===== config.mk =====
export PLATFORM = sky130hd
export DESIGN_NAME = instr_decode_top
export DESIGN_NICKNAME = d
export VERILOG_FILES = /design/src/logic/decode_pkg.sv /design/src/logic/class_decoder.sv /design/src/logic/branch_decoder.sv /design/src/logic/operand_use_decoder.sv /design/src/logic/special_op_decoder.sv /design/src/logic/instr_decode_top.sv
export SDC_FILE = /design/constraint.sdc
export NUM_CORES = 1
export LEC_CHECK = 0
export ABC_AREA = 0
export BUFFER_PORTS_ARGS = -buffer_cell sky130_fd_sc_hd__buf_2
export CAP_MARGIN = 20
export CORE_MARGIN = 2
export CORE_UTILIZATION = 55
export DETAILED_ROUTE_END_ITERATION = 10
export PLACE_DENSITY = 0.83
export SLEW_MARGIN = 20
export SYNTH_ARGS = -nofsm -noshare
export SYNTH_HDL_FRONTEND = slang
export SYNTH_HIERARCHICAL = 1
export SYNTH_SLANG_ARGS = --single-unit

===== constraint.sdc =====
create_clock -name clk -period 1.24 [get_ports clk]
set_clock_uncertainty 0.15 [all_clocks]
set_input_delay 0.124 -clock clk [delete_from_list [all_inputs] [get_ports clk]]
set_output_delay 0.124 -clock clk [all_outputs]
set_load 0.05 [all_outputs]

===== src/logic/decode_pkg.sv =====
package decode_pkg;

	localparam int INSTR_W = 32;
	localparam int OP_W = 6;
	localparam int FUNCT_W = 6;
	localparam int REG_W = 5;

	// primary opcode field, instr[31:26]
	typedef enum logic [OP_W-1:0] {
		R_TYPE   = 6'h00,
		REGIMM   = 6'h01,
		J        = 6'h02,
		JAL      = 6'h03,
		BEQ      = 6'h04,
		BNE      = 6'h05,
		BLEZ     = 6'h06,
		BGTZ     = 6'h07,
		ADDI     = 6'h08,
		ADDIU    = 6'h09,
		SLTI     = 6'h0a,
		SLTIU    = 6'h0b,
		ANDI     = 6'h0c,
		ORI      = 6'h0d,
		XORI     = 6'h0e,
		LUI      = 6'h0f,
		COP0     = 6'h10,
		SPECIAL2 = 6'h1c,
		LB       = 6'h20,
		LH       = 6'h21,
		LWL      = 6'h22,
		LW       = 6'h23,
		LBU      = 6'h24,
		LHU      = 6'h25,
		LWR      = 6'h26,
		SB       = 6'h28,
		SH       = 6'h29,
		SWL      = 6'h2a,
		SW       = 6'h2b,
		SWR      = 6'h2e,
		LL       = 6'h30
	} opcode_e;

	typedef enum logic [FUNCT_W-1:0] {
		SLL = 6'h00, SRL = 6'h02, SRA = 6'h03, SLLV = 6'h04, SRLV = 6'h06, SRAV = 6'h07,
		JR = 6'h08, JALR = 6'h09, MOVZ = 6'h0a, MOVN = 6'h0b, SYSCALL = 6'h0c, BREAK = 6'h0d,
		MFHI = 6'h10, MTHI = 6'h11, MFLO = 6'h12, MTLO = 6'h13,
		MULT = 6'h18, MULTU = 6'h19, DIV = 6'h1a, DIVU = 6'h1b,
		ADD = 6'h20, ADDU = 6'h21, SUB = 6'h22, SUBU = 6'h23,
		AND = 6'h24, OR = 6'h25, XOR = 6'h26, NOR = 6'h27, SLT = 6'h2a, SLTU = 6'h2b,
		TGE = 6'h30, TGEU = 6'h31, TLT = 6'h32, TLTU = 6'h33, TEQ = 6'h34, TNE = 6'h36
	} funct_e;

	// SPECIAL2 functs overlap the R-type codes, so they get their own type
	typedef enum logic [FUNCT_W-1:0] {
		MADD = 6'h00, MADDU = 6'h01, MUL = 6'h02, MSUB = 6'h04, MSUBU = 6'h05
	} special2_e;

	// rt subcode under REGIMM
	typedef enum logic [REG_W-1:0] {
		BLTZ = 5'h00, BGEZ = 5'h01, TGEI = 5'h08, TGEIU = 5'h09, TLTI = 5'h0a,
		TLTIU = 5'h0b, TEQI = 5'h0c, TNEI = 5'h0e, BLTZAL = 5'h10, BGEZAL = 5'h11
	} regimm_e;

	// rs subcode under COP0
	typedef enum logic [REG_W-1:0] {
		MFC0 = 5'h00, MTC0 = 5'h04, CO = 5'h10
	} cop0_e;

	localparam logic [INSTR_W-OP_W-1:0] ERET_WORD = 26'h2000018;

	typedef enum logic [4:0] {
		ALU_R_TYPE, ALU_ROTR, ALU_ROTRV,
		ALU_ADDI, ALU_ADDIU, ALU_SLTI, ALU_SLTIU, ALU_ANDI, ALU_ORI, ALU_XORI, ALU_LUI,
		ALU_MEM, ALU_MTC0, ALU_MFC0,
		ALU_TEQI, ALU_TGEI, ALU_TGEIU, ALU_TLTI, ALU_TLTIU, ALU_TNEI,
		ALU_MUL, ALU_MADD, ALU_MADDU, ALU_MSUB, ALU_MSUBU,
		ALU_NONE
	} alu_op_e;

	typedef enum logic [2:0] {
		BR_NONE = 3'd0, BR_EQ = 3'd1, BR_NE = 3'd2, BR_LEZ = 3'd3,
		BR_GTZ = 3'd4, BR_LTZ = 3'd5, BR_GEZ = 3'd6
	} branch_cond_e;

	typedef enum logic [1:0] {
		DEST_RD = 2'd0, DEST_RT = 2'd1, DEST_R31 = 2'd2
	} dest_sel_e;

endpackage


===== src/logic/class_decoder.sv =====
`timescale 1ns/10ps

module class_decoder (
	input logic [decode_pkg::INSTR_W-1:0] instr,
	output logic reg_write,
	output logic is_imm,
	output logic mem_to_reg,
	output logic mem_read,
	output logic mem_write,
	output logic reserved_instr,
	output logic is_mfc,
	output logic only_one_issue,
	output decode_pkg::dest_sel_e dest_sel,
	output decode_pkg::alu_op_e alu_op
);

	decode_pkg::opcode_e op;
	decode_pkg::funct_e funct;
	decode_pkg::special2_e sp2_funct;
	decode_pkg::regimm_e rt_code;
	decode_pkg::cop0_e rs_code;

	assign op = decode_pkg::opcode_e'(instr[decode_pkg::INSTR_W-1 -: decode_pkg::OP_W]);
	assign funct = decode_pkg::funct_e'(instr[decode_pkg::FUNCT_W-1:0]);
	assign sp2_funct = decode_pkg::special2_e'(instr[decode_pkg::FUNCT_W-1:0]);
	assign rt_code = decode_pkg::regimm_e'(instr[20:16]);
	assign rs_code = decode_pkg::cop0_e'(instr[25:21]);

	function automatic decode_pkg::alu_op_e imm_alu(input decode_pkg::opcode_e code);
		case (code)
			decode_pkg::ADDI:  return decode_pkg::ALU_ADDI;
			decode_pkg::ADDIU: return decode_pkg::ALU_ADDIU;
			decode_pkg::SLTI:  return decode_pkg::ALU_SLTI;
			decode_pkg::SLTIU: return decode_pkg::ALU_SLTIU;
			decode_pkg::ANDI:  return decode_pkg::ALU_ANDI;
			decode_pkg::ORI:   return decode_pkg::ALU_ORI;
			decode_pkg::XORI:  return decode_pkg::ALU_XORI;
			decode_pkg::LUI:   return decode_pkg::ALU_LUI;
			default:           return decode_pkg::ALU_NONE;
		endcase
	endfunction

	always_comb begin
		reg_write = 1'b0;
		is_imm = 1'b0;
		mem_to_reg = 1'b0;
		mem_read = 1'b0;
		mem_write = 1'b0;
		reserved_instr = 1'b0;
		is_mfc = 1'b0;
		only_one_issue = 1'b0;
		dest_sel = decode_pkg::DEST_RD;
		alu_op = decode_pkg::ALU_NONE;
		case (op)
			decode_pkg::R_TYPE: begin
				// unknown functs still write rd
				reg_write = 1'b1;
				case (funct)
					decode_pkg::ADD, decode_pkg::ADDU, decode_pkg::SUB, decode_pkg::SUBU,
					decode_pkg::SLT, decode_pkg::SLTU, decode_pkg::AND, decode_pkg::OR,
					decode_pkg::XOR, decode_pkg::NOR, decode_pkg::SLL, decode_pkg::SLLV,
					decode_pkg::SRA, decode_pkg::SRAV, decode_pkg::MOVZ, decode_pkg::MOVN,
					decode_pkg::MFHI, decode_pkg::MFLO:
						alu_op = decode_pkg::ALU_R_TYPE;
					// rs bit 0 selects rotr
					decode_pkg::SRL:
						alu_op = instr[21] ? decode_pkg::ALU_ROTR : decode_pkg::ALU_R_TYPE;
					// sa bit 0 selects rotrv
					decode_pkg::SRLV:
						alu_op = instr[6] ? decode_pkg::ALU_ROTRV : decode_pkg::ALU_R_TYPE;
					decode_pkg::JR, decode_pkg::MULT, decode_pkg::MULTU, decode_pkg::DIV,
					decode_pkg::DIVU, decode_pkg::MTHI, decode_pkg::MTLO, decode_pkg::SYSCALL,
					decode_pkg::BREAK, decode_pkg::TEQ, decode_pkg::TGE, decode_pkg::TGEU,
					decode_pkg::TNE, decode_pkg::TLT, decode_pkg::TLTU: begin
						alu_op = decode_pkg::ALU_R_TYPE;
						reg_write = 1'b0;
					end
					decode_pkg::JALR: begin
						alu_op = decode_pkg::ALU_R_TYPE;
						dest_sel = decode_pkg::DEST_R31;
					end
					default: reserved_instr = 1'b1;
				endcase
			end
			decode_pkg::ADDI, decode_pkg::ADDIU, decode_pkg::SLTI, decode_pkg::SLTIU,
			decode_pkg::ANDI, decode_pkg::ORI, decode_pkg::XORI, decode_pkg::LUI: begin
				reg_write = 1'b1;
				dest_sel = decode_pkg::DEST_RT;
				is_imm = 1'b1;
				alu_op = imm_alu(op);
			end
			decode_pkg::LB, decode_pkg::LH, decode_pkg::LWL, decode_pkg::LW,
			decode_pkg::LBU, decode_pkg::LHU, decode_pkg::LWR, decode_pkg::LL: begin
				reg_write = 1'b1;
				dest_sel = decode_pkg::DEST_RT;
				is_imm = 1'b1;
				mem_to_reg = 1'b1;
				mem_read = 1'b1;
				alu_op = decode_pkg::ALU_MEM;
				only_one_issue = 1'b1;
			end
			decode_pkg::SB, decode_pkg::SH, decode_pkg::SWL, decode_pkg::SW,
			decode_pkg::SWR: begin
				is_imm = 1'b1;
				mem_write = 1'b1;
				alu_op = decode_pkg::ALU_MEM;
				only_one_issue = 1'b1;
			end
			decode_pkg::BEQ, decode_pkg::BNE, decode_pkg::BLEZ, decode_pkg::BGTZ,
			decode_pkg::J: begin
			end
			decode_pkg::JAL: begin
				reg_write = 1'b1;
				dest_sel = decode_pkg::DEST_R31;
			end
			decode_pkg::REGIMM: begin
				case (rt_code)
					decode_pkg::BLTZAL, decode_pkg::BGEZAL: begin
						reg_write = 1'b1;
						dest_sel = decode_pkg::DEST_R31;
					end
					decode_pkg::BLTZ, decode_pkg::BGEZ: begin
					end
					decode_pkg::TEQI:  alu_op = decode_pkg::ALU_TEQI;
					decode_pkg::TGEI:  alu_op = decode_pkg::ALU_TGEI;
					decode_pkg::TGEIU: alu_op = decode_pkg::ALU_TGEIU;
					decode_pkg::TLTI:  alu_op = decode_pkg::ALU_TLTI;
					decode_pkg::TLTIU: alu_op = decode_pkg::ALU_TLTIU;
					decode_pkg::TNEI:  alu_op = decode_pkg::ALU_TNEI;
					default: reserved_instr = 1'b1;
				endcase
			end
			decode_pkg::COP0: begin
				only_one_issue = 1'b1;
				case (rs_code)
					decode_pkg::MTC0: alu_op = decode_pkg::ALU_MTC0;
					decode_pkg::MFC0: begin
						alu_op = decode_pkg::ALU_MFC0;
						is_mfc = 1'b1;
						reg_write = 1'b1;
						dest_sel = decode_pkg::DEST_RT;
					end
					// only eret is legal in the rest of the space
					default: reserved_instr = (instr[25:0] != decode_pkg::ERET_WORD);
				endcase
			end
			decode_pkg::SPECIAL2: begin
				case (sp2_funct)
					decode_pkg::MUL: begin
						alu_op = decode_pkg::ALU_MUL;
						reg_write = 1'b1;
					end
					decode_pkg::MADD:  alu_op = decode_pkg::ALU_MADD;
					decode_pkg::MADDU: alu_op = decode_pkg::ALU_MADDU;
					decode_pkg::MSUB:  alu_op = decode_pkg::ALU_MSUB;
					decode_pkg::MSUBU: alu_op = decode_pkg::ALU_MSUBU;
					default: reserved_instr = 1'b1;
				endcase
			end
			default: reserved_instr = 1'b1;
		endcase
	end

endmodule


===== src/logic/branch_decoder.sv =====
`timescale 1ns/10ps

module branch_decoder (
	input logic [decode_pkg::INSTR_W-1:0] instr,
	output decode_pkg::branch_cond_e branch_cond
);

	decode_pkg::opcode_e op;
	decode_pkg::regimm_e rt_code;

	assign op = decode_pkg::opcode_e'(instr[decode_pkg::INSTR_W-1 -: decode_pkg::OP_W]);
	assign rt_code = decode_pkg::regimm_e'(instr[20:16]);

	always_comb begin
		case (op)
			decode_pkg::BEQ:  branch_cond = decode_pkg::BR_EQ;
			decode_pkg::BNE:  branch_cond = decode_pkg::BR_NE;
			decode_pkg::BLEZ: branch_cond = decode_pkg::BR_LEZ;
			decode_pkg::BGTZ: branch_cond = decode_pkg::BR_GTZ;
			decode_pkg::REGIMM: begin
				case (rt_code)
					decode_pkg::BGEZ, decode_pkg::BGEZAL:
						branch_cond = decode_pkg::BR_GEZ;
					// traps and unknown rt fall onto ltz too
					default:
						branch_cond = decode_pkg::BR_LTZ;
				endcase
			end
			default: branch_cond = decode_pkg::BR_NONE;
		endcase
	end

endmodule


===== src/logic/operand_use_decoder.sv =====
`timescale 1ns/10ps

module operand_use_decoder (
	input logic [decode_pkg::INSTR_W-1:0] instr,
	output logic read_rs,
	output logic read_rt
);

	decode_pkg::opcode_e op;
	decode_pkg::funct_e funct;
	decode_pkg::special2_e sp2_funct;
	decode_pkg::regimm_e rt_code;
	decode_pkg::cop0_e rs_code;

	assign op = decode_pkg::opcode_e'(instr[decode_pkg::INSTR_W-1 -: decode_pkg::OP_W]);
	assign funct = decode_pkg::funct_e'(instr[decode_pkg::FUNCT_W-1:0]);
	assign sp2_funct = decode_pkg::special2_e'(instr[decode_pkg::FUNCT_W-1:0]);
	assign rt_code = decode_pkg::regimm_e'(instr[20:16]);
	assign rs_code = decode_pkg::cop0_e'(instr[25:21]);

	always_comb begin
		read_rs = 1'b0;
		read_rt = 1'b0;
		case (op)
			decode_pkg::R_TYPE: begin
				case (funct)
					decode_pkg::ADD, decode_pkg::ADDU, decode_pkg::SUB, decode_pkg::SUBU,
					decode_pkg::SLT, decode_pkg::SLTU, decode_pkg::AND, decode_pkg::OR,
					decode_pkg::XOR, decode_pkg::NOR, decode_pkg::SLLV, decode_pkg::SRLV,
					decode_pkg::SRAV, decode_pkg::MOVZ, decode_pkg::MOVN, decode_pkg::MULT,
					decode_pkg::MULTU, decode_pkg::DIV, decode_pkg::DIVU, decode_pkg::TEQ,
					decode_pkg::TGE, decode_pkg::TGEU, decode_pkg::TLT, decode_pkg::TLTU,
					decode_pkg::TNE: begin
						read_rs = 1'b1;
						read_rt = 1'b1;
					end
					// constant shifts take sa instead of rs
					decode_pkg::SLL, decode_pkg::SRL, decode_pkg::SRA:
						read_rt = 1'b1;
					decode_pkg::JR, decode_pkg::JALR, decode_pkg::MTHI, decode_pkg::MTLO:
						read_rs = 1'b1;
					// mfhi, mflo, syscall, break and unknown codes
					default: begin
					end
				endcase
			end
			decode_pkg::ADDI, decode_pkg::ADDIU, decode_pkg::SLTI, decode_pkg::SLTIU,
			decode_pkg::ANDI, decode_pkg::ORI, decode_pkg::XORI:
				read_rs = 1'b1;
			decode_pkg::BEQ, decode_pkg::BNE: begin
				read_rs = 1'b1;
				read_rt = 1'b1;
			end
			decode_pkg::BLEZ, decode_pkg::BGTZ:
				read_rs = 1'b1;
			decode_pkg::REGIMM: begin
				case (rt_code)
					decode_pkg::BLTZ, decode_pkg::BGEZ, decode_pkg::BLTZAL, decode_pkg::BGEZAL,
					decode_pkg::TGEI, decode_pkg::TGEIU, decode_pkg::TLTI, decode_pkg::TLTIU,
					decode_pkg::TEQI, decode_pkg::TNEI:
						read_rs = 1'b1;
					default: read_rs = 1'b0;
				endcase
			end
			decode_pkg::SB, decode_pkg::SH, decode_pkg::SWL, decode_pkg::SW,
			decode_pkg::SWR:
				read_rt = 1'b1;
			decode_pkg::COP0:
				read_rt = (rs_code == decode_pkg::MTC0);
			decode_pkg::SPECIAL2: begin
				case (sp2_funct)
					decode_pkg::MUL, decode_pkg::MADD, decode_pkg::MADDU, decode_pkg::MSUB,
					decode_pkg::MSUBU: begin
						read_rs = 1'b1;
						read_rt = 1'b1;
					end
					default: begin
					end
				endcase
			end
			default: begin
			end
		endcase
	end

endmodule


===== src/logic/special_op_decoder.sv =====
`timescale 1ns/10ps

module special_op_decoder (
	input logic [decode_pkg::INSTR_W-1:0] instr,
	output logic sign_ext,
	output logic cp0_write,
	output logic cp0_read,
	output logic mfhi,
	output logic mflo,
	output logic eret,
	output logic break_exc,
	output logic syscall,
	output logic hilo_read,
	output logic div_mul_en
);

	decode_pkg::opcode_e op;
	decode_pkg::funct_e funct;
	decode_pkg::special2_e sp2_funct;
	decode_pkg::cop0_e rs_code;
	logic is_r;
	logic is_cop0;
	logic is_sp2;

	assign op = decode_pkg::opcode_e'(instr[decode_pkg::INSTR_W-1 -: decode_pkg::OP_W]);
	assign funct = decode_pkg::funct_e'(instr[decode_pkg::FUNCT_W-1:0]);
	assign sp2_funct = decode_pkg::special2_e'(instr[decode_pkg::FUNCT_W-1:0]);
	assign rs_code = decode_pkg::cop0_e'(instr[25:21]);

	assign is_r = (op == decode_pkg::R_TYPE);
	assign is_cop0 = (op == decode_pkg::COP0);
	assign is_sp2 = (op == decode_pkg::SPECIAL2);

	// andi, ori, xori and lui zero-extend
	assign sign_ext = (instr[31:28] != 4'b0011);

	assign mfhi = is_r && (funct == decode_pkg::MFHI);
	assign mflo = is_r && (funct == decode_pkg::MFLO);
	assign hilo_read = mfhi || mflo;
	assign syscall = is_r && (funct == decode_pkg::SYSCALL);
	assign break_exc = is_r && (funct == decode_pkg::BREAK);

	assign cp0_write = is_cop0 && (rs_code == decode_pkg::MTC0);
	assign cp0_read = is_cop0 && (rs_code == decode_pkg::MFC0);
	assign eret = is_cop0 && (rs_code == decode_pkg::CO);

	assign div_mul_en = (is_r && (funct inside {decode_pkg::MULT, decode_pkg::MULTU,
			decode_pkg::DIV, decode_pkg::DIVU})) ||
		(is_sp2 && (sp2_funct inside {decode_pkg::MUL, decode_pkg::MADD, decode_pkg::MADDU,
			decode_pkg::MSUB, decode_pkg::MSUBU}));

endmodule


===== src/logic/instr_decode_top.sv =====
`timescale 1ns/10ps

module instr_decode_top (
	input logic clk,
	input logic rst_n,
	input logic [decode_pkg::INSTR_W-1:0] instr,
	input logic instr_valid,
	output logic dec_valid,
	output logic reg_write,
	output logic is_imm,
	output logic mem_to_reg,
	output logic mem_read,
	output logic mem_write,
	output logic read_rs,
	output logic read_rt,
	output logic sign_ext,
	output logic reserved_instr,
	output logic is_mfc,
	output logic only_one_issue,
	output logic cp0_write,
	output logic cp0_read,
	output logic mfhi,
	output logic mflo,
	output logic eret,
	output logic break_exc,
	output logic syscall,
	output logic hilo_read,
	output logic div_mul_en,
	output decode_pkg::dest_sel_e dest_sel,
	output decode_pkg::alu_op_e alu_op,
	output decode_pkg::branch_cond_e branch_cond
);

	localparam int FLAG_W = 20;

	logic reg_write_d, is_imm_d, mem_to_reg_d, mem_read_d, mem_write_d;
	logic read_rs_d, read_rt_d, sign_ext_d, reserved_d, is_mfc_d, one_issue_d;
	logic cp0_write_d, cp0_read_d, mfhi_d, mflo_d, eret_d, break_d, syscall_d;
	logic hilo_read_d, div_mul_en_d;
	decode_pkg::dest_sel_e dest_sel_d;
	decode_pkg::alu_op_e alu_op_d;
	decode_pkg::branch_cond_e branch_cond_d;
	logic [FLAG_W-1:0] flags_d;
	logic [FLAG_W-1:0] flags_q;

	class_decoder u_class (
		.instr(instr), .reg_write(reg_write_d), .is_imm(is_imm_d),
		.mem_to_reg(mem_to_reg_d), .mem_read(mem_read_d), .mem_write(mem_write_d),
		.reserved_instr(reserved_d), .is_mfc(is_mfc_d), .only_one_issue(one_issue_d),
		.dest_sel(dest_sel_d), .alu_op(alu_op_d)
	);

	branch_decoder u_branch (.instr(instr), .branch_cond(branch_cond_d));

	operand_use_decoder u_operand (.instr(instr), .read_rs(read_rs_d), .read_rt(read_rt_d));

	special_op_decoder u_special (
		.instr(instr), .sign_ext(sign_ext_d), .cp0_write(cp0_write_d), .cp0_read(cp0_read_d),
		.mfhi(mfhi_d), .mflo(mflo_d), .eret(eret_d), .break_exc(break_d),
		.syscall(syscall_d), .hilo_read(hilo_read_d), .div_mul_en(div_mul_en_d)
	);

	assign flags_d = {reg_write_d, is_imm_d, mem_to_reg_d, mem_read_d, mem_write_d,
		read_rs_d, read_rt_d, sign_ext_d, reserved_d, is_mfc_d, one_issue_d,
		cp0_write_d, cp0_read_d, mfhi_d, mflo_d, eret_d, break_d, syscall_d,
		hilo_read_d, div_mul_en_d};

	// decode stage register, a bubble clears the whole control word
	always_ff @(posedge clk or negedge rst_n) begin
		if (!rst_n) begin
			dec_valid <= 1'b0;
			flags_q <= '0;
			dest_sel <= decode_pkg::DEST_RD;
			alu_op <= decode_pkg::ALU_R_TYPE;
			branch_cond <= decode_pkg::BR_NONE;
		end else begin
			dec_valid <= instr_valid;
			flags_q <= instr_valid ? flags_d : '0;
			dest_sel <= instr_valid ? dest_sel_d : decode_pkg::DEST_RD;
			alu_op <= instr_valid ? alu_op_d : decode_pkg::ALU_R_TYPE;
			branch_cond <= instr_valid ? branch_cond_d : decode_pkg::BR_NONE;
		end
	end

	assign {reg_write, is_imm, mem_to_reg, mem_read, mem_write,
		read_rs, read_rt, sign_ext, reserved_instr, is_mfc, only_one_issue,
		cp0_write, cp0_read, mfhi, mflo, eret, break_exc, syscall,
		hilo_read, div_mul_en} = flags_q;

endmodule


==> results of run 1 <==
## per-layer routing
layer  GRT overflow  global-route usage [%]
met2            103                     106
met3              0                    61.3
met4             58                    96.4
met1              0                    84.0
met5              0                    3.03
## kinds of logic after synthesis
family	share of synthesized area [%]
AND/OR/NAND/NOR	39.6
adder cells (fa/ha/maj)	2.55
XOR/XNOR	1.43
AO/OA/AOI/OAI	17.8
multiplexers	2.15
buffers and inverters	4.75
flip-flops	31.7
## through the flow
step	cells	area [um^2]	worst slack [ps]	utilization, %	TNS [ps]
after CTS	475	3830	-641	88.5	-5460
after detailed placement	449	3290	-1010	76.2	-14930
after global placement	449	3290	-947	76.2	-13580
after floorplan	284	2530	-758	-	-4580
## timing repair
action,CTS
pin swaps,25
hold endpoints to repair,31
setup buffers,17
hold buffers,1
resized for setup,68
setup endpoints to repair,26
## cells in the mapped netlist (4+ instances only)
cell type  instances  area share (%)
o21ai_0           15             3.1
nor2_1            23             3.5
and2_1            25             6.4
nand2b_1           4             1.0
and2_2             7             2.1
inv_1              9             1.4
nor3b_1            5             1.5
nand4_1            8             2.0
nor4b_1            6             2.1
a21oi_1            5             1.0
nor4_1             9             2.3
nand2_1           15             2.3
clkbuf_1           6            0.92
nor2b_1            8             2.0
nand3b_1           7             2.1
ha_1               5             2.6
nand3_1           10             2.0
dfrtp_1           31              32
nor3_1             9             1.8
==> flow_summary_export.csv, run 1 <==
group,metric,value,unit
run_status,status,"did not finish",
global_routing,grt_max_degree,32,
synthesis,ys_async_sr_fraction,100,%
clock_network,numCtsBuffers,5,
placed_design,port_buffers,65,
sta,postGrtWorstEndpoint,"flags_q[19]$_DFF_PN0_/D",
run_status,stop_error,"[ERROR GRT-0232] Routing congestion too high. Check the congestion heatmap in the GUI.",
clock_network,cts-root-buf,"clkbuf_8",
synthesis,ys_ff_latch,31,
floorplan,dieWidth,70.7,um
run_status,haltStage,"global routing",
synthesis,yosys_most_used_dff,"dfrtp_1",
floorplan,io_pins,66,
global_routing,overflow,161,
global_routing,gr-usage-all-layers,84.9,%
synthesis,synth_edf_count,0,
floorplan,start_util,56.6,%
sta,worst_endpoint_kind,"register input",
synthesis,syn_area,2450,um^2
clock_network,cts_buffer_depth,2,
synthesis,yosysUniqueCellTypes,66,
placed_design,hpwl,5570,um
placed_design,gp_congestion,1.03,
clock_network,cts_sinks,31,
floorplan,fp.dieH,70.7,um
clock_network,htree_levels,2,
synthesis,synth_nets,324,
synthesis,avgSynthCellArea,8.62,um^2
synthesis,synth_seq_area_share,31.7,%
synthesis,syn_inst,284,
synthesis,ys_warn_count,6,
floorplan,placementRows,24,
==> inputs of run 2 (changes only) <==
Settings changed: CORE_UTILIZATION 55 to 40, PLACE_DENSITY 0.83 to not set, PLACE_DENSITY_LB_ADDON set to 0.15.
==> run 2 against run 1 <==
Against the previous run: the flow now finishes, with violations (setup timing); synthesized cell count unchanged; synthesized area is the same.
==> flow_summary_export.csv, run 2 <==
group,metric,value,unit
run_status,status,"complete, but fails checks",
run_status,violations,"setup timing",
synthesis,syn_inst,284,
worst_setup_path,slowest_stage,"or3b_1",
worst_setup_path,crit_family,"simple AND/OR/NAND/NOR gates",
worst_setup_path,arrival,1890,ps
worst_setup_path,crit_chain,"buf_12, inv_8, ha_4, or2_4, o31ai_4, o21ai_2, or3b_1, or3b_1, and2_4",
sta,fin_crit_sh,151,%
sta,period_minus_slack,1870,ps
clock_network,numCtsBuffers,5,
worst_setup_path,start_kind,"input pin",
min_path,hp-class,"input pin to register",
route,avgRoutedWirePerCell,16.9,um
worst_setup_path,path_class,"input pin to register",
placed_design,pre_cts_slack,-971,ps
clock_network,cts_buffer_depth,2,
synthesis,avgSynthCellArea,8.62,um^2
cells_and_area,regMostFlops,"flags_q",
placed_design,hpwl,6180,um
worst_setup_path,crit_buf_inv,2,
synthesis,ys_ff_latch,31,
route,first_iter_violations,173,
cells_and_area,final_nets,480,
clock_network,clk_pin_slew_worst_paths,60,ps
worst_setup_path,worstPathMaxFanout,5,
sta,hold_violations,0,
route,drc,0,
global_routing,gr-usage-all-layers,25.7,%
clock_network,cts_sinks,31,
power,peakVddDrop,0.708,mV
global_routing,grt_max_degree,32,
floorplan,dieArea,6760,um^2
floorplan,start_util,41.4,%
worst_setup_path,end_kind,"register",
cells_and_area,top_regs,"flags_q (20), alu_op (5), branch_cond (3)",
sta,setup_tns,-6890,ps
global_routing,grt_pass1_vias,2618,
route,via_count,2881,
placed_design,gp_congestion,0.883,
synthesis,synth.most_common_cell,"dfrtp_1",
cells_and_area,largest_register_ffs,20,
sta,worst_hold_slack,61.1,ps
cells_and_area,syn_to_final_growth,69.2,%
worst_setup_path,cp_common_cell,"or3b_1",
floorplan,io_pins,66,
sta,maxSlewHeadroom,69.8,%
job,drv_cap,0,
synthesis,ys_warn_count,6,
synthesis,synth_seq_area_share,31.7,%
cells_and_area,num-fill-cells,473,
synthesis,yosys-top-cells-area,"dfrtp_1 (32%), and2_1 (6.4%), nor2_1 (3.5%), o21ai_0 (3.1%), ha_1 (2.6%)",
cells_and_area,final_cell_mix,"buf_4 (81), buf_2 (59), dfrtp_1 (31)",
route,drt-pass1-iter-count,4,
synthesis,synthTopCellsByCount,"dfrtp_1 (31), and2_1 (25), nor2_1 (23)",
global_routing,grt_pass1_wl,13100,um
sta,setup_viol,22,
clock_network,cts_tree,"done",
sta,setup_ws,-634,ps
cells_and_area,drive_above_1_share,53.4,%
floorplan,dieWidth,82.2,um
floorplan,placementRows,28,
worst_setup_path,cp_data_required_time,1250,ps
synthesis,synth_edf_count,0,
cells_and_area,antenna_cells,0,
floorplan,core_area,5920,um^2
clock_network,htree_levels,2,
global_routing,overflow,0,
synthesis,yosysTopAreaCell,"dfrtp_1",
route,vias_per_cell,5.59,
synthesis,yosysUniqueCellTypes,66,
sta,fmax,0.534,GHz
power,p_leak,1.98,nW
power,power_density,701,nW/um^2
sta,worstMarginPinSlew,454,ps
synthesis,yosys_most_used_dff,"dfrtp_1",
synthesis,synth_top_area_share,31.7,%
worst_setup_path,slowest_delay,380,ps
cells_and_area,final_common_cell,"buf_4",
synthesis,syn_area,2450,um^2
global_routing,antenna_found_initial,0,
floorplan,fp.dieH,82.2,um
synthesis,ys_async_sr_fraction,100,%
sta,slew_viol_final,0,
sta,rsz0062_at_grt,"yes",
cells_and_area,utilization,70.0,%
synthesis,synth_nets,324,
route,ant_nets,0,
route,drt_wl_total,8680,um
clock_network,cts-root-buf,"clkbuf_8",
placed_design,port_buffers,65,
## run 2: kinds of logic (layout without fill, tap and decap cells)
kind of cell    after synthesis  in the layout  share of synthesized area [%]
simple gates                159            159                           39.6
compound gates               57             57                           17.8
flops                        31             31                           31.7
buf+inv                      23            179                           4.75
fa+ha+maj                     5              5                           2.55
mux                           5              5                           2.15
xor+xnor                      4              4                           1.43
## run 2: repair_timing
| item | 4_1_cts | 5_1_grt |
|---|---|---|
| hold buffers | 1 | 0 |
| setup endpoints to repair | 26 | 27 |
| gates resized for setup | 58 | 36 |
| endpoints found under the hold margin | 31 | 0 |
| setup buffers | 9 | 7 |
| pin swaps | 17 | 15 |
| gates cloned | 0 | 0 |
## run 2: area by class of cell
type,instances,area [um^2],share of cell area [%]
Multi-Input combinational cell,230,1900,45.9
Timing Repair Buffer,163,1230,29.7
Sequential cell,31,776,18.7
Tap cell,75,93.8,2.27
Clock buffer,6,82.6,1.99
Inverter,9,53.8,1.30
Clock inverter,1,5.00,0.121
## run 2: final timing paths
path,depth (start not counted),from,slack [ps],to
min in group asynchronous,3,rst_n,180,flags_q[18]$_DFF_PN0_
worst min-delay path,1,instr_valid,60,dec_valid$_DFF_PN0_
worst max-delay path,9,instr[26],-630,flags_q[19]$_DFF_PN0_
max in group asynchronous,3,rst_n,590,flags_q[4]$_DFF_PN0_
## run 2: per-layer routing
layer / part of all wire, % / global-route usage [%]
met5: 0 / 0
met4: 1.6 / 7.67
met3: 6.0 / 4.02
met2: 49 / 43.1
met1: 43 / 33.8
## run 2: per-stage QoR
step / area (um^2) / std cells / power, mW
3_5_place_dp: 3500 / 492 / 1.93
2_1_floorplan: 2530 / 284 / 1.49
4_1_cts: 3910 / 509 / 2.82
5_1_grt: 4140 / 515 / 3.03
3_3_place_gp: 3500 / 492 / 1.92
6_report: 4140 / 515 / 2.90
## run 2: power breakdown
part	switching, mW	leakage [nW]	total, mW	internal (mW)
Sequential	0.0138	0.418	1.05	1.04
Combinational	0.563	1.52	1.04	0.472
Clock	0.378	0.0470	0.813	0.435
No activity file was read; power rests on OpenSTA's default activity.
